==> config.mk <==
export PLATFORM = sky130hd
export DESIGN_NAME = trig_debounce
export DESIGN_NICKNAME = d
export VERILOG_FILES = /design/src/design/trig_debounce.sv
export VERILOG_INCLUDE_DIRS = /design/src /design/src/design
export SDC_FILE = /design/constraint.sdc
export NUM_CORES = 1
export LEC_CHECK = 0
export CORE_AREA = 2 2 39 41
export DETAILED_ROUTE_END_ITERATION = 16
export DIE_AREA = 0 0 41 43
export DONT_BUFFER_PORTS = 1
export PLACE_DENSITY = 0.33
export SYNTH_ARGS = -nofsm -noshare
export SYNTH_HDL_FRONTEND = slang
export SYNTH_SLANG_ARGS = --single-unit
==> constraint.sdc <==
create_clock -name a_clk -period 1 [get_ports a_clk]
set_input_delay 0.15 -clock a_clk [delete_from_list [all_inputs] [get_ports a_clk]]
set_output_delay 0.15 -clock a_clk [all_outputs]
set_load 0.01 [all_outputs]
==> src/design/pluck_consts.svh <==
`ifndef PLUCK_CONSTS_SVH
`define PLUCK_CONSTS_SVH

// audio sample width, signed
`define SAMPLE_W 24

// delay line address width, strings up to 1024 samples
`define ADDR_W 10

// decay gain width, 4096 is unity
`define GAIN_W 13

// fixed point shift applied to the gain product
`define GAIN_SHIFT 12

// debounce counter width, new level must hold four cycles
`define DEB_W 2

// noise lfsr reset value, must be nonzero
`define LFSR_SEED 24'h5a_c3e1

`endif

==> src/design/trig_debounce.sv <==
`timescale 1ns/1ns
`include "pluck_consts.svh"

module trig_debounce
(
	input  logic a_clk,   // sample clock
	input  logic reset_n, // sync reset, active high
	input  logic trig,    // raw trigger, asynchronous
	output logic pluck    // one cycle pulse per clean press
);

	logic              sync_0;  // first synchronizer flop
	logic              sync_1;  // second synchronizer flop
	logic              level;   // debounced trigger level
	logic [`DEB_W-1:0] cnt;     // cycles the new level has held
	logic              differ;  // input disagrees with the debounced level
	logic              cnt_max; // counter saturated

	assign differ  = sync_1 != level;
	assign cnt_max = &cnt;

	always_ff @(posedge a_clk)
	begin
		if (reset_n)
		begin
			sync_0 <= 1'b0;
			sync_1 <= 1'b0;
			level  <= 1'b0;
			cnt    <= '0;
			pluck  <= 1'b0;
		end
		else
		begin
			sync_0 <= trig;   // metastability guard
			sync_1 <= sync_0;
			pluck  <= 1'b0;   // default, pulse lasts a single cycle
			if (!differ)
			begin
				cnt <= '0; // glitch ended, start over
			end
			else if (cnt_max)
			begin
				level <= sync_1; // new level accepted
				cnt   <= '0;
				pluck <= sync_1; // only a press makes a pulse, release is silent
			end
			else
			begin
				cnt <= cnt + 1'b1; // still counting stable cycles
			end
		end
	end

	// the level must flip back and requalify before another pulse
	a_pluck_single : assert property (@(posedge a_clk) disable iff (reset_n)
		pluck |=> !pluck);

endmodule

==> flow_summary.ini <==
[run_status]
status = complete, no violations

[clock_network]
h-tree-depth = 1
post_cts.repair.setup_buffers = 0
cts_buffers = 3
cts_tree = done
clock_path_buffers = 2
path_clk_slew_ps = 40
clock-sinks = 6
worstSkewPairLatency_ps = 240
cts-root-buf = clkbuf_4

[sta]
clock_skew_ps = 1.443
setup_viol = 0
slew_headroom_pct = 83.98
slew_viol_final = 0
tightest_slew_ps = 238.1
timing.setup.tns_ps = 0
fmax_ghz = 1.100
rsz0062_at_grt = no
setup_slack_ps = 91.24
holdWs_ps = 39.38
finalCriticalPeriod_ps = 908.8
finalHoldViolations = 0
fin_crit_sh_pct = 90.88

[power]
max-vdd-ir-drop_uv = 843.0
power.density_nw_per_um2 = 1787
p_leak_nw = 0.08901

[synth]
synth_sequential_area_ratio_pct = 59.63
avgSynthCellArea_sq_um = 13.43
synthSimpleGateAreaFrac_pct = 24.84
synth.area.mux_share_pct = 4.969
netlist_area_sq_um = 201.4
synth-compound-area-share_pct = 0
synth_xor_area_share_pct = 4.348
syn_inst = 15
synth_nets = 19
yosysWarnings = 0
ys_seq_elements = 6
ys_types = 9
synth_top_family_by_area = simple AND/OR/NAND/NOR gates
synth_fa_ha_area_share_pct = 6.211

[die]
start_util_pct = 14.56
io_pins = 4
row_count = 14
core_sq_um = 1384
fp.dieH_microns = 43
die_x_microns = 41
die_area_sq_um = 1763

[route]
wirelength_microns = 302
num_vias = 128
drtIter0Drc = 2
via_per_inst = 3.657
ant_nets = 0
drc = 0
drtPass1Iterations = 2
wl_per_cell_microns = 8.629

[placement]
dpl.hpwl_microns = 202.2
preCtsSetupSlack_ps = 57.82
place.gp.congestion = 0.5347
dpl-instance-area_sq_um = 221.5
io_buffers = 0

[layout]
antenna_cells = 0
multiInputGateArea_sq_um = 93.84
nFillCells = 150
finalNetCount = 25
regArea_sq_um = 120.1
layout-drive-gt1-share_pct = 31.58
design_area_sq_um = 266.5
area_delta_synth_final_pct = 32.30

[run]
maxCapViolations = 0

[global_routing]
grt_pass1_vias = 108
grt_first_pass_wirelength_microns = 427
grt_max_degree = 6
antenna_found_initial = 0
grt_usage_pct = 4.431
grt-ovfl-total = 0

[worst_setup_path]
worstSetupStartpointType = register
end_kind = register
critical_path.max_stage_delay_ps = 380
arrival_ps = 1030
required_ps = 1130
crit_chain = ha_4 -> mux2i_1 -> nor2_1
crit_fanout = 4
critPathSlowestCell = dfxtp_1
crit_type = register to register

[worst_hold_path]
hold_path_class = input pin to register
-- synthesized netlist by cell type --
| library cell | n | area [sq um] |
|---|---|---|
| mux2i_1 | 1 | 10.01 |
| dfxtp_1 | 6 | 120.1 |
| nor2b_1 | 2 | 12.51 |
| ha_1 | 1 | 12.51 |
| nor4b_2 | 1 | 15.01 |
| and4bb_2 | 1 | 12.51 |
| xnor2_1 | 1 | 8.760 |
| nor2_1 | 1 | 3.750 |
| nor4_1 | 1 | 6.260 |
-- per-stage QoR --
stage | power (W) | std cells | util [%]
after floorplan | 0.0002574 | 15 | -
after global placement | 0.0002586 | 31 | 16.00
after detailed placement | 0.0002588 | 31 | 16.00
after global routing | 0.0005046 | 35 | 19.26
final | 0.0004764 | 35 | 19.26
after CTS | 0.0004865 | 35 | 18.35
-- critical path, delay by kind of cell (launching register included) --
kind / cells / cell delay (ps)
adders and majority gates: 1 / 180
DFF: 1 / 380
muxes: 1 / 180
and+or+nand+nor: 1 / 50
-- cell type report --
| type | instances | area share (%) |
|---|---|---|
| Sequential cell | 6 | 45.07 |
| Multi-Input combinational cell | 9 | 35.21 |
| Clock buffer | 3 | 8.451 |
| Tap cell | 16 | 7.512 |
| Timing Repair Buffer | 1 | 3.756 |
-- repair_timing --
action,in CTS,in global routing
hold buffers,1,0
resized for setup,0,2
endpoints found under the setup margin,0,2
endpoints found under the hold margin,5,0
-- where the power goes --
part	internal, W	switching, W
Clock	0.000135	0.0000800
Sequential	0.000245	0.00000305
Combinational	0.00000756	0.00000524
Total	0.000388	0.0000883
-- metal layers --
layer,track usage [%],up-vias,part of all wire [%]
li1,-,61,-
met1,3.896,61,45
met2,3.750,6,41
met3,7.330,0,14
met4,4.000,0,0
met5,0,-,0
-- flip-flops by register name, indices dropped and copies added, names as in the netlist --
register	count
cnt	2
level	1
pluck	1
sync_0	1
sync_1	1
-- layout by cell type, fill, tap and decap left out --
cell / Yosys / layout
nor4_1: 1 / 1
ha_4: 0 / 1
and4bb_2: 1 / 1
mux2i_1: 1 / 1
clkbuf_4: 0 / 3
xnor2_1: 1 / 1
dfxtp_1: 6 / 6
nor2b_1: 2 / 2
nor4b_2: 1 / 1
nor2_1: 1 / 1
dlygate4sd3_1: 0 / 1
-- path summary, 6_finish.rpt --
kind	start	to	slack (ps)	cells after the start
setup / recovery	cnt[0]	level	90	3
hold / removal	trig	sync_0	40	1
setup reg to reg	cnt[0]	level	90	3
hold reg to reg	sync_0	sync_1	450	1
-- logic make-up after synthesis --
| group | Yosys count |
|---|---|
| simple gates | 6 |
| xor+xnor | 1 |
| mux | 1 |
| flops | 6 |
| fa+ha+maj | 1 |
Note: power is estimated with default switching activity, not from simulation.
