$ cat config.mk
export PLATFORM = sky130hd
export DESIGN_NAME = string_voice_flat
export DESIGN_NICKNAME = d
export VERILOG_FILES = /design/src/design/pluck_pkg.sv /design/src/design/delay_ram.sv /design/src/design/string_voice.sv /design/src/flat_wrapper.sv
export VERILOG_INCLUDE_DIRS = /design/src /design/src/design
export SDC_FILE = /design/constraint.sdc
export NUM_CORES = 1
export LEC_CHECK = 0
export BUFFER_PORTS_ARGS = -buffer_cell sky130_fd_sc_hd__buf_2
export CAP_MARGIN = 5
export CORE_UTILIZATION = 60
export CTS_CLUSTER_SIZE = 20
export DETAILED_ROUTE_END_ITERATION = 8
export PLACE_DENSITY = 0.89
export SYNTH_ARGS = -nofsm -noshare
export SYNTH_HDL_FRONTEND = slang
export SYNTH_SLANG_ARGS = --single-unit
$ cat constraint.sdc
create_clock -name a_clk -period 11.5 [get_ports a_clk]
set_clock_uncertainty 0.1 [all_clocks]
set_input_delay 0.575 -clock a_clk [delete_from_list [all_inputs] [get_ports a_clk]]
set_output_delay 0.575 -clock a_clk [all_outputs]
set_load 0.1 [all_outputs]
$ cat src/design/pluck_consts.svh
`ifndef PLUCK_CONSTS_SVH
`define PLUCK_CONSTS_SVH

// audio sample width, signed
`define SAMPLE_W 24

// delay line address width, strings up to 1024 samples
`define ADDR_W 10

// decay gain width, 4096 is unity
`define GAIN_W 13

// fixed point shift applied to the gain product
`define GAIN_SHIFT 12

// debounce counter width, new level must hold four cycles
`define DEB_W 2

// noise lfsr reset value, must be nonzero
`define LFSR_SEED 24'h5a_c3e1

`endif

$ cat src/design/pluck_pkg.sv
`include "pluck_consts.svh"

package pluck_pkg;

	// signed audio sample
	typedef logic signed [`SAMPLE_W-1:0] sample_t;

	// delay line address, also the string length
	typedef logic [`ADDR_W-1:0] addr_t;

	// unsigned decay gain, 4096 means unity
	typedef logic [`GAIN_W-1:0] gain_t;

	// filter depth, shift amount of the one-pole lowpass
	typedef logic [2:0] filt_sel_t;

	// voice FSM states
	typedef enum logic [1:0]
	{
		idle = 2'd0, // quiet, line being cleared
		fill = 2'd1, // loading noise excitation
		ring = 2'd2  // recirculating through filter and gain
	} voice_state_t;

endpackage

$ cat src/design/delay_ram.sv
`timescale 1ns/1ns
`include "pluck_consts.svh"

interface ram_if;
	import pluck_pkg::*;

	logic    wr_en;   // write strobe
	addr_t   wr_addr; // write pointer
	sample_t wr_data; // sample going into the line
	logic    rd_en;   // read strobe, low silences rd_data
	addr_t   rd_addr; // read pointer
	sample_t rd_data; // registered read result

	modport voice
	(
		output wr_en,
		output wr_addr,
		output wr_data,
		output rd_en,
		output rd_addr,
		input  rd_data
	);

	modport mem
	(
		input  wr_en,
		input  wr_addr,
		input  wr_data,
		input  rd_en,
		input  rd_addr,
		output rd_data
	);
endinterface


$ cat src/design/string_voice.sv
`timescale 1ns/1ns
`include "pluck_consts.svh"

module string_voice
(
	input  logic               a_clk,        // sample clock
	input  logic               reset_n,      // sync reset, active high
	input  logic               pluck,        // debounced note start
	input  pluck_pkg::sample_t noise,        // excitation source
	input  pluck_pkg::sample_t fb,           // filter output fed back
	input  pluck_pkg::addr_t   delay_length, // string length minus one
	input  pluck_pkg::gain_t   decay,        // loop gain, 4096 is unity
	ram_if.voice               bus           // delay line port
);
	import pluck_pkg::*;

	voice_state_t                      state;  // FSM state
	addr_t                             ptr;    // shared read/write pointer
	logic                              at_end; // pointer at last sample of the string
	logic signed [`SAMPLE_W+`GAIN_W:0] prod;   // fb times decay, full width
	sample_t                           gained; // product scaled back to a sample

	// decay zero-extended so it multiplies as a positive number
	assign prod   = fb * $signed({1'b0, decay});
	assign gained = prod[`GAIN_SHIFT +: `SAMPLE_W]; // shift right, keep a sample's worth
	assign at_end = ptr >= delay_length; // also catches a length that just shrank

	always_ff @(posedge a_clk)
	begin
		if (reset_n)
		begin
			state <= idle;
			ptr   <= '0;
		end
		else if (pluck)
		begin
			state <= fill; // a pluck restarts from any state
			ptr   <= '0;
		end
		else
		begin
			ptr <= at_end ? '0 : ptr + 1'b1; // wraps every delay_length+1
			case (state)
				idle:
				begin
					state <= idle; // keep sweeping zeros into the line
				end
				fill:
				begin
					if (at_end)
					begin
						state <= ring; // whole string loaded with noise
					end
				end
				ring:
				begin
					state <= ring; // rings until the next pluck
				end
				default:
				begin
					state <= idle;
				end
			endcase
		end
	end

	// line is written every sample once out of reset
	always_ff @(posedge a_clk)
	begin
		if (reset_n)
		begin
			bus.wr_en <= 1'b0;
		end
		else
		begin
			bus.wr_en <= 1'b1;
		end
	end

	always_comb
	begin
		case (state)
			fill:    bus.wr_data = noise;  // excitation burst
			ring:    bus.wr_data = gained; // decayed feedback
			default: bus.wr_data = '0;     // idle clears the old note
		endcase
	end

	assign bus.wr_addr = ptr;
	assign bus.rd_addr = ptr; // same slot, old contents come back
	assign bus.rd_en   = (state == fill) || (state == ring);

	// only a fresh, shorter length may leave the pointer past the end
	a_ptr_in_range : assert property (@(posedge a_clk) disable iff (reset_n)
		!$changed(delay_length) |-> ptr <= delay_length);

endmodule

$ cat src/flat_wrapper.sv
// flat-port wrapper written by rule: the top's interface ports become plain ports
module string_voice_flat import pluck_pkg::*;
  (a_clk, reset_n, pluck, noise, fb, delay_length, decay, bus_wr_en, bus_wr_addr, bus_wr_data, bus_rd_en, bus_rd_addr, bus_rd_data);
  ram_if bus_i ();
  input  logic a_clk;
  input  logic reset_n;
  input  logic pluck;
  input  pluck_pkg::sample_t noise;
  input  pluck_pkg::sample_t fb;
  input  pluck_pkg::addr_t delay_length;
  input  pluck_pkg::gain_t decay;
  output wire logic [$bits(bus_i.wr_en)-1:0] bus_wr_en;
  output wire logic [$bits(bus_i.wr_addr)-1:0] bus_wr_addr;
  output wire logic [$bits(bus_i.wr_data)-1:0] bus_wr_data;
  output wire logic [$bits(bus_i.rd_en)-1:0] bus_rd_en;
  output wire logic [$bits(bus_i.rd_addr)-1:0] bus_rd_addr;
  input wire logic [$bits(bus_i.rd_data)-1:0] bus_rd_data;
  assign bus_wr_en = bus_i.wr_en;
  assign bus_wr_addr = bus_i.wr_addr;
  assign bus_wr_data = bus_i.wr_data;
  assign bus_rd_en = bus_i.rd_en;
  assign bus_rd_addr = bus_i.rd_addr;
  assign bus_i.rd_data = bus_rd_data;
  string_voice u_core (.a_clk(a_clk), .reset_n(reset_n), .pluck(pluck), .noise(noise), .fb(fb), .delay_length(delay_length), .decay(decay), .bus(bus_i));
endmodule
==> impl_results.md <==
* Area Growth Syn to Fin at 6.417%
* Core area at 18830 µm²
* Main synth FF type: dfxtp_1
* Ys async rst share at 0%
* Antenna-violating nets left at 0
* Tightest Hold Check Type: reg -> reg
* Initial antenna violation count at 0
* Critical Path Max Stage Delay at 0.57 ns
* Synth Area per Inst at 8.789 µm²
* Measured slew at the worst slew-check pin at 0.6886 ns
* Setup TNS at 0 ns
* Fraction of layout cells with a size suffix above 1 at 9.479%
* YS warnings at 0
* Max Slew Vio Count at 0
* Count of hold-fix buffers inserted at cts at 0
* H-tree depth at 1
* # fillers at 1428
* RSZ-0062 raised after global routing: no
* Root Buffer: clkbuf_16
* DRT iter0 DRCs at 536
* Post-route DRC at 0
* Post-DR wirelength/cell at 17.53 µm
* CP startpoint: decay[5]
* Die Y-Extent at 141.1 µm
* Crit start category: input port
* Via count at 9225
* Critical Path End: bus_wr_data[22]
* GR met2 Demand/Resource at 57.34%
* Synth Area in Adders at 58.50%
* Flop2flop setup slack at 9.12 ns
* Slowest cell on crit path: fa_1
* Max_cap viols at 0
* Area of the multi-input gates at 9836 µm²
* Clock buffer depth at 2
* Seq/Total Area, Yosys at 2.243%
* Vias per cell at 5.618
* Critical path fanouts, max at 24
* Max-slew headroom at 53.78%
* DR pass1 iterations at 5
* Grt total ovfl at 0
* Crit-path most repeated cell: fa_1
* Critical path arrival at 7.14 ns
* Critical Path End Type: output port
* Yosys cell types at 47
* Port Buf Inserts at 119
* Reg clk slew, reported paths at 0.04 ns
* Hold Fails Final Rpt at 0
* Largest net degree at the start of global routing at 26
* Reg2reg start: u_core.bus.rd_addr[0]
* Largest family of logic cells by synthesized area: adder cells
* Worst R2R Path Depth at 11
* Met3 Use GR at 4.688%
* Die Area at 19900 µm²
* XOR/XNOR share of the synthesized area at 3.322%
* Crit-path cells: buf_2 > nand2_1 > fa_1 > fa_1 > inv_1 > fa_1 > fa_1 > fa_1 > inv_1 > fa_1 > inv_1 > ha_1 > nand2_1 > nor3_2 > nand3_1 > a211o_1 > and3_4 > o31a_4 > o21bai_4 > xor2_1 > a22o_1 > buf_2
* CP required at 10.83 ns
* Nets at 1856
* Top Usage Layer GRT: met2
* Syn Inst Count at 1320
* Post-Synth Simple-Gate Area at 16.58%
* CTS tree: yes
* Die width at 141.1 µm
* Vias in the first global route at 10.59k
* Largest area contributor in the netlist: fa_1
* Post-synthesis compound-gate area fraction at 6.299%
* Period Utilization, post-route at 67.99%
* Post-CTS Setup Inserts at 0
* Final GP Congestion at 0.8836
* First-pass GRT wire length at 49.50 mm
* Synthesized area at 11600 µm²
* Most common cell after layout, fill and taps aside: inv_1
* Clock tree sinks at 13
* Total CTS buffers at 3
* Most frequent cells in the layout: inv_1 (327), fa_1 (279), nand2_1 (179)
* Post-DP HPWL at 22.75 mm
* Post-cts sizing count at 0
* Maximum clock rate at 127.9 MHz
* # setup viols final at 0
* Post-synth EDFFs at 0
* Worst skew pair latency at 0.24 ns
* Post-synthesis mux area share at 0.08628%
* Drt total wl at 28.78 mm
* Row count at 50
* Crit path kind: in -> out
* Initial core utilization at 61.61%
* Register area at 260.3 µm²
* FF+latch count, synth at 13
* GRT Total Usage at 31.94%
* Run status: complete, no violations
* Synth area leaders: fa_1 (48%), inv_1 (11%), ha_1 (10%)
* Number of diodes at 0
* # IOs at 144
* Yosys top cell area share at 48.14%
* Syn_nets at 1793
* Final worst path period need at 7.819 ns
* Reg2Reg Capture Point: u_core.state[1]
* Grt met1 use at 36.03%
## cell usage after synthesis (all sizes together) (3+ instances only)
cell	number
a211oi	3
a21o	12
a21oi	26
a22o	18
a22oi	6
a31oi	4
and2	151
and3	3
buf	12
clkbuf	52
dfxtp	13
fa	279
ha	96
inv	327
nand2	180
nand3	12
nand4	4
nor2	27
nor2b	3
nor3	8
o21a	4
o21ai	14
o21bai	4
xnor2	28
xor2	16
## state kept, by name (all words and copies together), names as in the netlist
| name | flops |
|---|---|
| u_core.bus.rd_addr | 10 |
| u_core.state | 2 |
| u_core.bus.wr_en | 1 |
## how the worst min path moves through the flow
stage / from / to / slack (ns) / cells past startpoint
after global routing: pluck / u_core.state[1] / 0.44 / 2
after global placement: u_core.bus.rd_addr[0] / u_core.bus.rd_addr[0] / 0.39 / 1
after CTS: u_core.state[0] / u_core.state[0] / 0.42 / 2
after detailed placement: u_core.state[0] / u_core.state[0] / 0.41 / 2
final: u_core.state[0] / u_core.state[0] / 0.42 / 2
after floorplan: u_core.state[0] / u_core.state[0] / 0.38 / 2
## layout make-up
type,count,area share [%]
inverters,327,9.942
repair buffers,122,5.007
multi-input cells,916,79.67
clock buffers,4,0.6385
flip-flops and latches,13,2.108
well taps,260,2.635
## critical path: cells and delay by family
family                     cells  cell delay, ns
and+or+nand+nor                5            0.84
buffers and inverters          5            1.09
xor gates and xnor gates       1            0.17
adders and majority gates      7            3.45
AOI/OAI and AO/OA              4            1.00
## cells by family after synthesis
kind of cell | count (synthesis)
AO/OA/AOI/OAI | 104
XOR/XNOR | 44
adder cells (fa/ha/maj) | 375
buffers and inverters | 391
flip-flops | 13
multiplexers | 1
AND/OR/NAND/NOR | 392
## metal layers
layer | wire, µm | part of all wire, % | vias up
met5 | 0 | 0 | -
met3 | 2209 | 7.7 | 142
met4 | 1782 | 6.2 | 0
met1 | 9920 | 34 | 4629
met2 | 14870 | 52 | 476
li1 | - | - | 3978
## stage by stage
step	setup WS [ns]	std cells	hold WS [ns]	instance area (µm²)	util, %
6_report	3.681	1642	0.4182	12350	65.56
5_1_grt	3.480	1642	0.4384	12350	65.56
4_1_cts	3.762	1642	0.4188	12350	65.56
3_5_place_dp	3.792	1638	0.4082	12270	65.14
3_3_place_gp	3.928	1638	0.3930	12270	65.14
2_1_floorplan	4.229	1320	0.3798	11600	-
Power is left out: the tool's default activity adds up to more than one toggle a clock period on the data nets, which glitch-free logic cannot reach.
