==> config.mk <==
export PLATFORM = sky130hd
export DESIGN_NAME = loop_filter
export DESIGN_NICKNAME = d
export VERILOG_FILES = /design/src/design/pluck_pkg.sv /design/src/design/loop_filter.sv
export VERILOG_INCLUDE_DIRS = /design/src /design/src/design
export SDC_FILE = /design/constraint.sdc
export NUM_CORES = 1
export LEC_CHECK = 0
export ABC_AREA = 1
export ABC_CLOCK_PERIOD_IN_PS = 4450
export BUFFER_PORTS_ARGS = -buffer_cell sky130_fd_sc_hd__buf_2
export CAP_MARGIN = 20
export CORE_UTILIZATION = 50
export CTS_CLUSTER_DIAMETER = 60
export DETAILED_ROUTE_END_ITERATION = 7
export PLACE_DENSITY_LB_ADDON = 0.2
export SLEW_MARGIN = 30
export SYNTH_ARGS = -nofsm -noshare
export SYNTH_HDL_FRONTEND = slang
export SYNTH_SLANG_ARGS = --single-unit
==> constraint.sdc <==
create_clock -name a_clk -period 4.45 [get_ports a_clk]
set_input_delay 0.6675 -clock a_clk [delete_from_list [all_inputs] [get_ports a_clk]]
set_output_delay 0.6675 -clock a_clk [all_outputs]
set_load 0.005 [all_outputs]
==> src/design/pluck_consts.svh <==
`ifndef PLUCK_CONSTS_SVH
`define PLUCK_CONSTS_SVH

// audio sample width, signed
`define SAMPLE_W 24

// delay line address width, strings up to 1024 samples
`define ADDR_W 10

// decay gain width, 4096 is unity
`define GAIN_W 13

// fixed point shift applied to the gain product
`define GAIN_SHIFT 12

// debounce counter width, new level must hold four cycles
`define DEB_W 2

// noise lfsr reset value, must be nonzero
`define LFSR_SEED 24'h5a_c3e1

`endif

==> src/design/pluck_pkg.sv <==
`include "pluck_consts.svh"

package pluck_pkg;

	// signed audio sample
	typedef logic signed [`SAMPLE_W-1:0] sample_t;

	// delay line address, also the string length
	typedef logic [`ADDR_W-1:0] addr_t;

	// unsigned decay gain, 4096 means unity
	typedef logic [`GAIN_W-1:0] gain_t;

	// filter depth, shift amount of the one-pole lowpass
	typedef logic [2:0] filt_sel_t;

	// voice FSM states
	typedef enum logic [1:0]
	{
		idle = 2'd0, // quiet, line being cleared
		fill = 2'd1, // loading noise excitation
		ring = 2'd2  // recirculating through filter and gain
	} voice_state_t;

endpackage

==> src/design/loop_filter.sv <==
`timescale 1ns/1ns
`include "pluck_consts.svh"

module loop_filter
(
	input  logic                 a_clk,    // sample clock
	input  logic                 reset_n,  // sync reset, active high
	input  pluck_pkg::filt_sel_t filt_sel, // shift depth, 0 is bypass
	input  pluck_pkg::sample_t   din,      // sample read from the line
	output pluck_pkg::sample_t   dout      // smoothed sample
);

	logic signed [`SAMPLE_W:0] diff; // extra bit keeps din - dout from wrapping
	logic signed [`SAMPLE_W:0] step; // fraction of the gap taken this cycle
	logic signed [`SAMPLE_W:0] acc;  // next output before truncation

	assign diff = din - dout;
	assign step = diff >>> filt_sel; // arithmetic, keeps the sign of the gap
	// lands between dout and din, so the low bits always fit
	assign acc  = dout + step;

	always_ff @(posedge a_clk)
	begin
		if (reset_n)
		begin
			dout <= '0;
		end
		else
		begin
			dout <= acc[`SAMPLE_W-1:0]; // deeper shift, darker and faster damping
		end
	end

endmodule

==> results of run 1 <==
-- final cells by class --
cell class                      instances  area, um^2  area share, %
Clock buffer                            4       55.05          1.182
Inverter                               90       337.8          7.254
Multi-Input combinational cell        552        3261          70.02
Sequential cell                        24       480.5          10.32
Tap cell                              102       127.6          2.740
Timing Repair Buffer                   70       395.4          8.490
-- Yosys cell counts (3+ instances only) --
cell	count
a21o_1	3
a21oi_1	60
a21oi_2	7
a31oi_1	3
buf_1	4
clkbuf_1	6
dfxtp_1	24
ha_1	51
inv_1	88
mux2i_1	5
nand2_1	167
nand2_2	11
nand3_1	78
nand3_2	9
nand4_1	6
nor2_1	35
nor2_2	6
nor3_1	6
o211ai_1	3
o21a_1	4
o21ai_0	45
o21ai_1	8
o21ai_2	3
or2_1	3
or2_2	3
xnor2_1	8
xor2_1	7
-- final timing paths --
check        endpoint  slack (ns)  cells after the start
max          dout[15]        0.35                     27
min           dout[0]        0.65                      3
min reg2reg   dout[0]        0.65                      3
max reg2reg  dout[22]        0.42                     22
-- repair_timing --
action	4_1_cts	5_1_grt
setup endpoints to repair	0	10
resized for setup	0	18
buffers inserted	0	6
hold buffers	0	0
-- power breakdown --
group / switching (mW) / total, mW / leakage (nW) / internal (mW)
Clock: 0.0714 / 0.151 / 0.0288 / 0.0791
Sequential: 0.105 / 0.421 / 0.200 / 0.316
Combinational: 1.85 / 3.01 / 2.21 / 1.16
Total: 2.03 / 3.58 / 2.44 / 1.55
-- per-layer routing --
metal	vias to the layer above	wire length, um	track usage [%]
met5	-	0	0
met4	0	111	5.469
met3	11	583	1.478
met2	121	5117	46.23
met1	2069	5472	37.33
li1	2404	-	-
-- critical path, delay by kind of cell --
family | cells | cell delay (ns)
simple gates | 9 | 0.74
fa+ha+maj | 3 | 0.94
xor+xnor | 1 | 0.15
compound gates | 10 | 1.46
buf+inv | 4 | 0.34
-- kinds of logic after synthesis --
kind of cell / share of synthesized area (%)
compound gates: 21.14
xor+xnor: 3.208
fa+ha+maj: 16.56
buf+inv: 9.593
flops: 11.73
mux: 1.222
simple gates: 36.54
==> impl_results.md, run 1 <==
- Synthesized flop and latch total: 24
- Critical path startpoint category: input port
- Most frequent CP cell: nand2_1
- Fin nets: approximately 800
- Largest register FFs: 24
- Final setup vio count: 0
- Number of global-route vias before repair: 4,287
- Post-synth ARST share: 0%
- Post-Synthesis Cells: 679
- Area growth, synth to finish: 13.72%
- Register area share after synthesis: a little under an eighth
- Worst setup path startpoint: din[0]
- Syn avg cell area: 6.031 um^2
- Layout cell share with drive strength beyond 1: 17.43%
- Total global-route track usage: between 20% and 30%
- Initial antenna violation count: 0
- Maximum VDD drop: 418.8 uV
- Worst hold slack: roughly 0.65 ns
- Syn Nets: 761
- Post-DRT Antenna Nets: 0
- Period utilization: 92.22%
- Synth area leader: ha_1
- CP max stage cell: fa_2
- Mapped Area: 4095 um^2
- Critical Path Sink Type: flip-flop
- Port Buf Inserts: 52
- Placed Instances: 832
- Outcome: completed
- Startpoint of the worst-slack reg-to-reg timing path: dout[16]
- Final HPWL DP: 9.579 mm
- Power Dens Cells: 769.1 nW/um^2
- Skew-Pair Late Insertion Delay: 0.27 ns
- Max incr delay on CP: 0.36 ns
- Routed WL: 11.28 mm
- Max FO, Critical Path: 4
- Largest net degree at the start of global routing: 24
- Final core utilization: 59.65%
- Dominant synthesized flop cell: dfxtp_1
- CTS Buf Count: 3
- Max-slew violation count: 0
- Worst EP arrival: 4.31 ns
- Routed vias/inst: 5.469
- Clock sinks: 24
- Worst hold start: dout[0]
- Die width: 92.50 um
- Worst path required time: about 4.7 ns
- CTS clk-pin slew, worst paths: 0.09 ns
- Fin area: 4657 um^2
- Num ports: 53
- Std-Cell Rows: 32
- Largest registers: dout (24)
- Leakage: 2.442 nW
- Grt ovf: 0
- Synth warn: 0
- Antenna diode count: 0
- HP Class: reg2reg
- Die area: about 8600 um^2
- Largest register by flop count: dout
- Post-synth EDFFs: 0
- Fin crit period: 4.104 ns
- DRT iter0 DRCs: 221
- Highest-count cells in the layout ignoring fill and taps: 165 x nand2_1, 88 x inv_1, 78 x nand3_1
- Total core area: 7807 um^2
- Layout Cells excl Fill: 842
- First-pass GRT wire length: 19.00 mm
- DRC: 0
- Setup tns final: 0 ns
- Synth unique cells: 46
- Worst slew pin tran: 0.6409 ns
- Routability congestion estimate: just under 0.9
- Headroom to the max-slew limit: a little under three fifths
- Clk_skew: 0.006752 ns
- Synth area leaders: ha_1 16%, nand2_1 15%, dfxtp_1 12%, nand3_1 9.5%, inv_1 8.1%
- Per-cell routed wire length: roughly 13 um
- Max Clock Freq: 243.7 MHz
- Area fraction of the dominant cell type after synthesis: 15.58%
- Placement Cell Area: 4518 um^2
- DP Worst Slack: -0.07362 ns
- Root Driver: clkbuf_8
- TritonRoute pass-1 iters: 5
- H-tree Lvls: 1
- Die Y: approximately 93 um
- Crit Path Class: in2reg
- Post-route setup slack: 0.3464 ns
- Max cap viols: 0
- Pwr Total: between 3 and 4 mW
- CTS max path bufs: 2
- Initial cell density of the core: 52.45%
- Fillers: roughly 820
- CTS tree: yes
- Vias post-DR: 4,605
- Hold Violations, Final: 0
- Leading cell type in the layout, fill and taps excluded: nand2_1
Power figures use the tool's default switching activity.
==> inputs of run 2 (changes only) <==
CELL_PAD_IN_SITES_DETAIL_PLACEMENT = 0   (was not set)
CELL_PAD_IN_SITES_GLOBAL_PLACEMENT = 1   (was not set)
CORE_UTILIZATION = 41   (was 50)
REMOVE_ABC_BUFFERS = 1   (was not set)
==> impl_results.md, run 2 (synthesized netlist as in run 1, its figures left out) <==
- Outcome: completed
- Max cap viols: 0
- Max Clock Freq: 241.6 MHz
- Routability congestion estimate: 0.9328
- Total global-route track usage: 22.69%
- Worst hold slack: 0.6353 ns
- Final setup vio count: 0
- Per-cell routed wire length: 13.36 um
- Max FO, Critical Path: 4
- Leading cell type in the layout, fill and taps excluded: nand2_1
- Port Buf Inserts: 52
- Total core area: between 9000 and 10,000 um^2
- Largest register FFs: 24
- Area growth, synth to finish: 14.67%
- Largest register by flop count: dout
- Headroom to the max-slew limit: 54.56%
- Crit Path Class: in2reg
- Setup tns final: 0 ns
- DRC: 0
- Maximum VDD drop: approximately 390 uV
- Routed WL: about 12 mm
- Number of global-route vias before repair: 4,056
- TritonRoute pass-1 iters: 4
- Leakage: between 2 and 2.5 nW
- H-tree Lvls: 1
- Critical Path Sink Type: flip-flop
- Root Driver: clkbuf_8
- CTS max path bufs: 2
- Antenna diode count: 0
- Skew-Pair Late Insertion Delay: 0.27 ns
- Period utilization: approximately 93%
- Worst path required time: roughly 4.6 ns
- Largest registers: dout (24)
- Largest net degree at the start of global routing: 25
- Fin crit period: 4.139 ns
- Initial antenna violation count: 0
- Fin nets: about 820
- Die area: 10,390 um^2
- Grt ovf: 0
- Routed vias/inst: 5.096
- # hold bufs at CTS: 0
- DRT iter0 DRCs: 179
- Clock sinks: 24
- Vias post-DR: 4,444
- CTS Buf Count: 3
- Post-DRT Antenna Nets: 0
- Die Y: 101.9 um
- Power Dens Cells: 764.3 nW/um^2
- CTS clk-pin slew, worst paths: 0.09 ns
- Final HPWL DP: between 10 and 15 mm
- First-pass GRT wire length: 18.73 mm
- Std-Cell Rows: 36
- Final core utilization: about 48%
- CTS tree: yes
- Critical path startpoint category: input port
- Max-slew violation count: 0
- Hold Violations, Final: 0
- Num ports: 53
- Worst slew pin tran: 0.6809 ns
- Clk_skew: 0.005324 ns
- Worst EP arrival: 4.30 ns
- HP Class: reg2reg
- Highest-count cells in the layout ignoring fill and taps: 166 x nand2_1, 88 x inv_1, 78 x nand3_1
- Initial cell density of the core: 42.09%
- Die width: 101.9 um
- Layout cell share with drive strength beyond 1: roughly 18%
-- run 2: final timing paths --
check,to,from,cells past startpoint,slack [ns]
setup / recovery,dout[22],din[0],26,0.31
hold / removal,dout[23],dout[23],4,0.64
setup reg to reg,dout[22],dout[16],22,0.34
hold reg to reg,dout[23],dout[23],4,0.64
-- run 2: through the flow --
step,total power [mW],instances,setup slack [ns],cell area (um^2)
final,3.589,872,0.3114,4696
after global routing,4.025,872,-0.01541,4696
after CTS,3.491,871,0.1395,4642
after detailed placement,3.322,867,-0.1353,4587
after global placement,3.306,867,-0.04002,4587
after floorplan,2.531,666,0.4141,4040
-- run 2: timing repair --
| item | CTS | global route |
|---|---|---|
| buffers inserted | 0 | 1 |
| resized for setup | 0 | 23 |
| setup endpoints to repair | 0 | 11 |
-- run 2: routing by layer --
| layer | global-route usage [%] | wire [um] | up-vias |
|---|---|---|---|
| met4 | 4.286 | 106 | 0 |
| met1 | 33.91 | 6373 | 1983 |
| met5 | 0 | 0 | - |
| met3 | 1.094 | 207 | 9 |
| met2 | 36.12 | 4962 | 49 |
| li1 | - | - | 2403 |
-- run 2: layout make-up --
cell class	instances	area [um^2]
fillers	1101	5034
well taps	133	166.4
flip-flops and latches	24	480.5
repair buffers	69	387.9
inverters	90	337.8
clock buffers	4	55.05
multi-input cells	552	3268
-- run 2: where the power goes --
| part | internal (mW) | total, mW | switching (mW) |
|---|---|---|---|
| combinational | 1.15 | 3.01 | 1.86 |
| sequential | 0.316 | 0.426 | 0.111 |
| clock | 0.0791 | 0.152 | 0.0733 |
-- run 2: critical path, stage by stage --
cell and delay, ns:
buf_2 0.07, inv_1 0.03, ha_1 0.21, fa_2 0.36, inv_1 0.08, nand2_1 0.05
nand2_1 0.09, nand2_1 0.10, o21ai_2 0.20, buf_4 0.15, nand3_1 0.07, nand3_1 0.15
or2_2 0.14, nand3_1 0.09, nand3_1 0.13, nand3_1 0.09, nand2_1 0.09, ha_1 0.26
a21oi_1 0.23, o21ai_0 0.17, a211oi_1 0.28, nand3_1 0.20, nand3_1 0.11, nand2_1 0.06
o21ai_0 0.15, a21oi_1 0.06
