**config.mk**
```make
export PLATFORM = sky130hd
export DESIGN_NAME = noise_lfsr
export DESIGN_NICKNAME = d
export VERILOG_FILES = /design/src/design/pluck_pkg.sv /design/src/design/noise_lfsr.sv
export VERILOG_INCLUDE_DIRS = /design/src /design/src/design
export SDC_FILE = /design/constraint.sdc
export NUM_CORES = 1
export LEC_CHECK = 0
export ABC_AREA = 1
export BUFFER_PORTS_ARGS = -buffer_cell sky130_fd_sc_hd__buf_2
export CORE_ASPECT_RATIO = 1.1
export CORE_MARGIN = 2
export CORE_UTILIZATION = 49
export CTS_BUF_LIST = sky130_fd_sc_hd__clkbuf_8
export DETAILED_ROUTE_END_ITERATION = 16
export PLACE_DENSITY = 0.77
export RECOVER_POWER = 50
export SLEW_MARGIN = 10
export SYNTH_ARGS = -nofsm -noshare
export SYNTH_HDL_FRONTEND = slang
export SYNTH_SLANG_ARGS = --single-unit
```
**constraint.sdc**
```tcl
create_clock -name a_clk -period 0.99 [get_ports a_clk]
set_input_delay 0.0495 -clock a_clk [delete_from_list [all_inputs] [get_ports a_clk]]
set_output_delay 0.0495 -clock a_clk [all_outputs]
set_load 0.01 [all_outputs]
```
**src/design/pluck_consts.svh**
```systemverilog
`ifndef PLUCK_CONSTS_SVH
`define PLUCK_CONSTS_SVH

// audio sample width, signed
`define SAMPLE_W 24

// delay line address width, strings up to 1024 samples
`define ADDR_W 10

// decay gain width, 4096 is unity
`define GAIN_W 13

// fixed point shift applied to the gain product
`define GAIN_SHIFT 12

// debounce counter width, new level must hold four cycles
`define DEB_W 2

// noise lfsr reset value, must be nonzero
`define LFSR_SEED 24'h5a_c3e1

`endif

```
**src/design/pluck_pkg.sv**
```systemverilog
`include "pluck_consts.svh"

package pluck_pkg;

	// signed audio sample
	typedef logic signed [`SAMPLE_W-1:0] sample_t;

	// delay line address, also the string length
	typedef logic [`ADDR_W-1:0] addr_t;

	// unsigned decay gain, 4096 means unity
	typedef logic [`GAIN_W-1:0] gain_t;

	// filter depth, shift amount of the one-pole lowpass
	typedef logic [2:0] filt_sel_t;

	// voice FSM states
	typedef enum logic [1:0]
	{
		idle = 2'd0, // quiet, line being cleared
		fill = 2'd1, // loading noise excitation
		ring = 2'd2  // recirculating through filter and gain
	} voice_state_t;

endpackage

```
**src/design/noise_lfsr.sv**
```systemverilog
`timescale 1ns/1ns
`include "pluck_consts.svh"

module noise_lfsr
(
	input  logic              a_clk,   // sample clock
	input  logic              reset_n, // sync reset, active high
	output pluck_pkg::sample_t noise   // white noise excitation
);

	logic [23:0] lfsr;     // shift register state
	logic        feedback; // xor of the taps

	// taps 24,23,22,17 give a maximal length sequence
	assign feedback = lfsr[23] ^ lfsr[22] ^ lfsr[21] ^ lfsr[16];

	always_ff @(posedge a_clk)
	begin
		if (reset_n)
		begin
			lfsr <= `LFSR_SEED; // known start so the noise is repeatable
		end
		else
		begin
			lfsr <= {lfsr[22:0], feedback}; // one step per sample
		end
	end

	assign noise = $signed(lfsr); // full register as a signed sample

	// an all-zero state would lock the lfsr and kill the excitation
	a_lfsr_alive : assert property (@(posedge a_clk) disable iff (reset_n)
		lfsr != '0);

endmodule

```
==> metrics.txt, run 1 <==
Synth area leader dfxtp_1; final setup margin 0.149 ns; Finish-stage setup viols 0; Netlist cell types 8; clock buffer count from CTS 3; final weighted congestion in routability-driven placement just under 0.7; yosys warns 0; internal power roughly 0.0016 W; Largest register FFs 24; Synth Flop Type dfxtp_1; R2R setup slack around 0.21 ns; first-pass GRT wire length between 1500 and 2000 um; Post-Synthesis Cell Area just over 700 um^2; Post-Synthesis Cells 80; pwr/cell area around 2200 nW/um^2; First DRT Iteration DRCs 2; Total GRT Usage 15.6%; Pre-antenna DRT Iters 3; Mean Syn Cell Area approximately 9.0 um^2; Max clock buf depth 2; RR Endpoint noise[0]; Area Overhead vs Synth 27.5%; Total Power 0.00205 W; Setup Skew between 0.0015 and 0.002 ns; power share of the combinational group between 7 and 8%; Req. time, crit path about 0.94 ns; post-synth top area share roughly two thirds; critical path type reg -> out; Buf/Inv on CP 1; Peak VDD IR around 1.2 mV; Fin. Hold Viols 0; RSZ-0062 raised after global routing false; WL met1 526 um; drt wl/cell 9.47 um; die span in x approximately 41 um; DR WL met3 ~65 um; DR DRC count 0; worst hold path startpoint reset_n; Clock Latency Late Sink ~0.26 ns; met2 wire len 563 um; syn_nets 82; worst stage delay on the critical path roughly 0.37 ns; hold endpoint noise[13]; Layout Nets 110; EDFF count, synth 0; H-tree Lvls 1; cell with the most instances after synthesis dfxtp_1; number of global-route vias before repair about 480; fillers between 100 and 150; delay-heaviest family, CP flip-flops; top cells by area, synth dfxtp_1, inv_1, nand2_1, or2_1, nor2_1; Reg2Reg Launch Point noise[16]; Final HPWL DP 797 um; Setup TNS 0 ns; CTS tree built; slew of the pin with the lowest slew margin ~0.33 ns; Worst Hold Slack 0.155 ns; Worst Path Max Fanout 4; n_diodes 0; DIE AREA roughly 1800 um^2; top post-synthesis cells by count dfxtp_1, inv_1, nand2_1; CP Launch Type flop; Flop pwr share 51.3%; Rel. slew slack about four fifths; vias per cell roughly 4.3; CP arrival around 0.79 ns; layout cells sized above 1 a little over a quarter; hold bufs inserted after CTS 0; initial core utilization between 50% and 60%; # IOs 26; Final Max Tran Viols 0; Switching Fraction 20.6%; vias post-DR approximately 530; pre-CTS WS 0.216 ns; I/O Buffers 25; initial antenna violation count 0; clock root buffer clkbuf_8; clock sink total 24; Reg2Reg Depth 5; pin count of the biggest net entering global routing 23; Setup Fix Bufs, Post-CTS 0; max layer used met4; max-capacitance violation count 0; Net Switching ~0.00042 W; Max stage delay cell, worst path dfxtp_1; worst path cell trace buf_2; global route overflow 0; Clock Power Share 40.9%; CTS clk-pin slew, worst paths ~0.080 ns; min cycle time layout 0.841 ns; Async SR Flop Fraction 0%; post-cts sizing count 0; Rows 14; Detailed Route WL 1170 um; #FFs+latches synth 24; hold depth 2; leakage roughly 0.5 nW; fin crit share 84.9%; Crit. Startpoint noise[16]; Placeable Area around 1400 um^2; FMAX around 1.2 GHz; Die Y-Extent 44.3 um; Final ANT Viol Nets 0; nature of the critical path endpoint output pin; sequential fraction of the synthesis area 66.4%; status completed; HP Class in -> reg
[worst reg2reg max path, stage by stage (launching register included)]
cell and delay, ns:
dfxtp_1 0.37, inv_1 0.08, nand2_1 0.06, nand2_1 0.04
nand2_1 0.06, nand3_1 0.06
[through the flow]
step	std cells	instance area (um^2)	util, %
2_1_floorplan	80	723	-
3_3_place_gp	119	852	62.4
3_5_place_dp	119	852	62.4
4_1_cts	123	923	67.6
5_1_grt	123	922	67.5
6_report	123	922	67.5
[power by group through the flow]
stage	combinational (W)	clock, W	sequential [W]
CTS	0.000164	0.000860	0.00105
global route	0.000183	0.000879	0.00106
floorplan	0.0000693	0	0.00110
finish	0.000160	0.000839	0.00105
global placement	0.000158	0	0.00107
detailed placement	0.000162	0	0.00107
[worst max-delay path by stage]
stage / end / cells past startpoint / slack [ns]
floorplan: noise[0] / 5 / 0.20
global placement: noise[0] / 5 / 0.23
detailed placement: noise[0] / 5 / 0.22
finish: noise[16] / 1 / 0.15
global route: noise[23] / 1 / 0.10
CTS: noise[16] / 1 / 0.14
[logic make-up after synthesis]
logic type,share of synthesized area (%)
buffers and inverters,10.6
flip-flops,66.4
AND/OR/NAND/NOR,23.0
[layout make-up]
cell class | count | area [um^2] | area share (%)
Multi-Input combinational cell | 38 | 166 | 18.0
Inverter | 16 | 60.1 | 6.51
Sequential cell | 24 | 480 | 52.1
Timing Repair Buffer | 25 | 124 | 13.4
Clock buffer | 3 | 41.3 | 4.48
Clock inverter | 1 | 30.0 | 3.26
Tap cell | 16 | 20.0 | 2.17
[layout by cell type (no fill, tap or decap)]
master | netlist | final
buf_2 | 1 | 24
dfxtp_1 | 24 | 24
inv_1 | 16 | 16
nand2_1 | 16 | 16
nor2_1 | 12 | 12
or2_1 | 9 | 9
clkbuf_8 | 0 | 3
nand3_1 | 1 | 1
bufinv_16 | 0 | 1
clkbuf_1 | 0 | 1
[metal layers]
layer	track usage [%]	vias up
met5	0	-
met4	12.0	0
met3	3.52	2
met2	23.2	13
met1	18.8	234
li1	-	279
Power figures use the tool's default switching activity.
==> run 2: changes to the inputs <==
- clock period: 0.99 -> 0.8 ns (I/O delays scaled with it)
==> run 2 against run 1 <==
  * Clock skew about the same
  * Sequential power up 25%
  * Clock power up 23%
  * Combinational power up 26%
  * Sequential share of layout area up 0.28 points
  * Final cell count unchanged
  * Die area unchanged
  * Critical path depth unchanged
  * Via count down 2.7%
  * Power up 24%
  * Final area up 2.3%
  * Highest routed layer unchanged
==> metrics.txt, run 2 (synthesized netlist as in run 1, its figures left out) <==
Worst Path Max Fanout 4; placed inst area roughly 850 um^2; n_diodes 0; hold bufs inserted after CTS 0; max layer used met4; die span in x 40.6 um; critical path type reg -> out; WL met1 about 560 um; # IOs 26; DR WL met3 between 50 and 60 um; final weighted congestion in routability-driven placement slightly below 0.7; first-pass GRT wire length roughly 1800 um; initial core utilization 52.9%; status completed; Area Overhead vs Synth 30.4%; pwr/cell area roughly 2700 nW/um^2; Total GRT Usage 15.0%; Rel. slew slack roughly four fifths; worst hold path startpoint reset_n; most frequent cells in the layout buf_2, inv_1, nand2_1; fillers between 100 and 150; Layout Nets 110; H-tree Lvls 1; power share of the combinational group between 7 and 8%; DIE AREA ~1800 um^2; CTS clk-pin slew, worst paths roughly 0.08 ns; global route overflow 0; CTS tree built; initial antenna violation count 0; Finish-stage setup viols 0; Setup Skew 0.00197 ns; final setup margin between 0.015 and 0.02 ns; DR DRC count 0; internal power ~0.0020 W; Clock Power Share 40.5%; Switching Fraction about a fifth; Req. time, crit path between 0.7 and 0.8 ns; clock buffer count from CTS 3; Reg2Reg Launch Point noise[21]; Final Max Tran Viols 0; area of the multi-input gates ~170 um^2; layout cells sized above 1 35.5%; Peak VDD IR 1.69 mV; pin count of the biggest net entering global routing 23; Final Cell Area around 940 um^2; slew of the pin with the lowest slew margin 0.326 ns; CP Launch Type flop; Max stage delay cell, worst path dfxtp_2; Flop pwr share between 50 and 60%; Detailed Route WL roughly 1100 um; delay-heaviest family, CP flip-flops; Buf/Inv on CP 1; Die Y-Extent ~44 um; Net Switching 0.000509 W; max-capacitance violation count 0; min cycle time layout between 0.7 and 0.8 ns; vias per cell roughly 4.2; pre-CTS WS ~0.024 ns; CP arrival between 0.7 and 0.8 ns; Fin. Hold Viols 0; clock root buffer clkbuf_8; Pre-antenna DRT Iters 4; Placeable Area between 1000 and 1500 um^2; leakage around 0.5 nW; clock sink total 24; nature of the critical path endpoint output pin; Largest register FFs 24; First DRT Iteration DRCs 4; Rows 14; drt wl/cell between 9 and 10 um; worst path cell trace buf_2; Final HPWL DP roughly 810 um; worst stage delay on the critical path 0.35 ns; met2 wire len about 510 um; FF/Latch Area approximately 490 um^2; Final ANT Viol Nets 0; I/O Buffers 25; commonest non-fill, non-tap cell in the layout buf_2; vias post-DR between 500 and 600; Clock Latency Late Sink 0.26 ns; fin crit share a little over nine tenths; FMAX about 1.3 GHz; RSZ-0062 raised after global routing true; Setup Fix Bufs, Post-CTS 0; number of global-route vias before repair ~460; Crit. Startpoint noise[22]; HP Class in -> reg; Max clock buf depth 2
[run 2: changes by cell type in the layout (fill, tap and decap cells not counted)]
cell | before | now
buf_6 | 0 | 1
dfxtp_2 | 0 | 8
dfxtp_4 | 0 | 1
clkbuf_1 | 1 | 0
dfxtp_1 | 24 | 15
[run 2: per-layer routing]
layer	up-vias	track usage (%)
li1	280	-
met1	219	19.7
met2	13	20.6
met3	2	4.52
met4	0	10.0
met5	-	0
[run 2: cell type report]
type,instances,area share [%]
sequential,24,52.4
multi-input combinational,38,17.6
timing repair buffer,25,13.9
inverter,16,6.37
clock buffer,3,4.38
clock inverter,1,3.18
tap,16,2.12
[run 2: through the flow]
step | utilization, % | hold slack, ns | power, W | cells | TNS, ns
6_report | 69.0 | 0.148 | 0.00253 | 123 | 0
5_1_grt | 69.0 | 0.165 | 0.00264 | 123 | -0.0369
4_1_cts | 67.9 | 0.153 | 0.00256 | 123 | 0
3_5_place_dp | 62.4 | 0.412 | 0.00153 | 119 | 0
3_3_place_gp | 62.4 | 0.404 | 0.00152 | 119 | 0
2_1_floorplan | - | 0.140 | 0.00145 | 80 | 0
[run 2: final timing paths]
path | to | slack [ns] | cells past startpoint
min reg2reg | noise[13] | 0.42 | 2
max reg2reg | noise[0] | 0.06 | 5
max | noise[22] | 0.02 | 1
min | noise[2] | 0.15 | 2
[run 2: what timing repair did]
action                                  CTS  global route
gates resized for setup                   4            10
gates cloned                              0             0
endpoints found under the setup margin    4            12
[run 2: power groups by stage]
stage	registers, W	logic (W)	clock network (W)
2_1_floorplan	0.00136	0.0000858	0
3_3_place_gp	0.00133	0.000196	0
3_5_place_dp	0.00133	0.000200	0
4_1_cts	0.00130	0.000201	0.00105
5_1_grt	0.00132	0.000231	0.00109
6_report	0.00131	0.000201	0.00103
==> run 3: changes to the inputs <==
- REMOVE_ABC_BUFFERS: default -> 1
==> run 3 against run 2 <==
  * Via count rose by 2.7%
  * Sequential cell count did not move
  * Highest routed layer unchanged
  * Register-to-register slack got worse by 0.02 ns
  * Combinational power barely moved
  * Global-route usage rose by 0.16 points
  * Sequential share of layout area rose by 1.5 points
  * Critical path depth did not move
  * Count of clock-buffer cells in the layout did not move
  * Sequential power barely moved
  * Core utilization fell by 2.6 points
  * Setup slack got worse by 0.011 ns
  * Largest cell class unchanged
  * Final area fell by 3.7%
==> metrics.txt, run 3 (synthesized netlist as in run 1, its figures left out) <==
status completed; CP arrival 0.75 ns; DIE AREA 1800 um^2; RSZ-0062 raised after global routing true; final setup margin a little under 0.009 ns; WL met1 between 500 and 600 um; CTS tree built; worst stage delay on the critical path ~0.36 ns; Req. time, crit path about 0.76 ns; number of global-route vias before repair between 400 and 500; Layout Nets 110; Final Max Tran Viols 0; max-capacitance violation count 0; vias post-DR 528; Crit path depth 1; Placeable Area ~1400 um^2; Pre-antenna DRT Iters 2; nature of the critical path endpoint output pin; FF/Latch Area a little under 500 um^2; layout cells sized above 1 approximately 36%; clock buffer count from CTS 3; Rows 14; Max clock buf depth 2; Setup Skew ~0.0013 ns; H-tree Lvls 1; FMAX between 1 and 1.5 GHz; Final Cell Area 908 um^2; n_diodes 0; final weighted congestion in routability-driven placement ~0.69; fillers between 100 and 150; HP Class in -> reg; placed inst area ~850 um^2; Clock Latency Late Sink about 0.26 ns; Total GRT Usage between 10% and 20%; initial antenna violation count 0; first-pass GRT wire length about 1800 um; Worst Path Max Fanout 4; hold depth 2; Largest register FFs 24; DR DRC count 0; final cell utilization of the core between 60% and 70%; global route overflow 0; Detailed Route WL 1140 um; CTS clk-pin slew, worst paths 0.07 ns; met2 wire len between 500 and 600 um; Die Y-Extent ~44 um; Fin. Hold Viols 0; Total Power 0.00219 W; most frequent cells in the layout buf_2, dfxtp_1, nand2_1; Finish-stage setup viols 0; initial core utilization a little over half; Setup Fix Bufs, Post-CTS 0; Reg2Reg Depth 5; DR WL met3 between 50 and 60 um; max layer used met4; pwr/cell area ~2400 nW/um^2; pre-CTS WS roughly 0.006 ns; hold bufs inserted after CTS 0; area of the multi-input gates about 170 um^2; pin count of the biggest net entering global routing 23; delay-heaviest family, CP flip-flops; Max stage delay cell, worst path dfxtp_2; commonest non-fill, non-tap cell in the layout buf_2; # IOs 26; Area Overhead vs Synth 25.6%; critical path type reg -> out; clock sink total 24; CP Launch Type flop; min cycle time layout 0.791 ns; vias per cell 4.33; Final HPWL DP 796 um; drt wl/cell 9.35 um; slew of the pin with the lowest slew margin ~0.32 ns; fin crit share just under 100%; worst path cell trace buf_2; I/O Buffers 25; Rel. slew slack about four fifths; Buf/Inv on CP 1; leakage 0.487 nW; Peak VDD IR approximately 1.3 mV; die span in x 40.6 um; Final ANT Viol Nets 0; First DRT Iteration DRCs 5; clock root buffer clkbuf_8; Worst Hold Slack 0.145 ns
-- run 3: layout make-up --
| cell class | count | area share (%) |
|---|---|---|
| Timing Repair Buffer | 25 | 14.5 |
| Inverter | 16 | 6.61 |
| Sequential cell | 24 | 53.9 |
| Tap cell | 16 | 2.20 |
| Multi-Input combinational cell | 38 | 18.3 |
| Clock buffer | 3 | 4.55 |
-- run 3: report_power, final --
| part | switching [W] | internal [W] |
|---|---|---|
| registers | 0.0000381 | 0.00127 |
| clock network | 0.000340 | 0.000336 |
| logic | 0.000116 | 0.0000878 |
| total | 0.000494 | 0.00169 |
-- run 3: final timing paths --
kind	startpoint	to	slack, ns
setup / recovery	noise[21]	noise[21]	0.009
hold / removal	reset_n	noise[21]	0.15
setup reg to reg	noise[16]	noise[0]	0.04
hold reg to reg	noise[10]	noise[11]	0.41
-- run 3: timing repair --
action                                  CTS  global route
endpoints found under the setup margin    5             9
resized for setup                         4            10
pin swaps                                 0             0
-- run 3: stage by stage --
step | TNS (ns) | cells
2_1_floorplan | 0 | 78
3_3_place_gp | 0 | 119
3_5_place_dp | 0 | 119
4_1_cts | 0 | 122
5_1_grt | -0.0624 | 122
6_report | 0 | 122
-- run 3: metal layers --
layer  vias to the layer above  GRT usage [%]
li1                        276              -
met1                       235           17.7
met2                        15           22.9
met3                         2           3.52
met4                         0           12.0
met5                         -              0
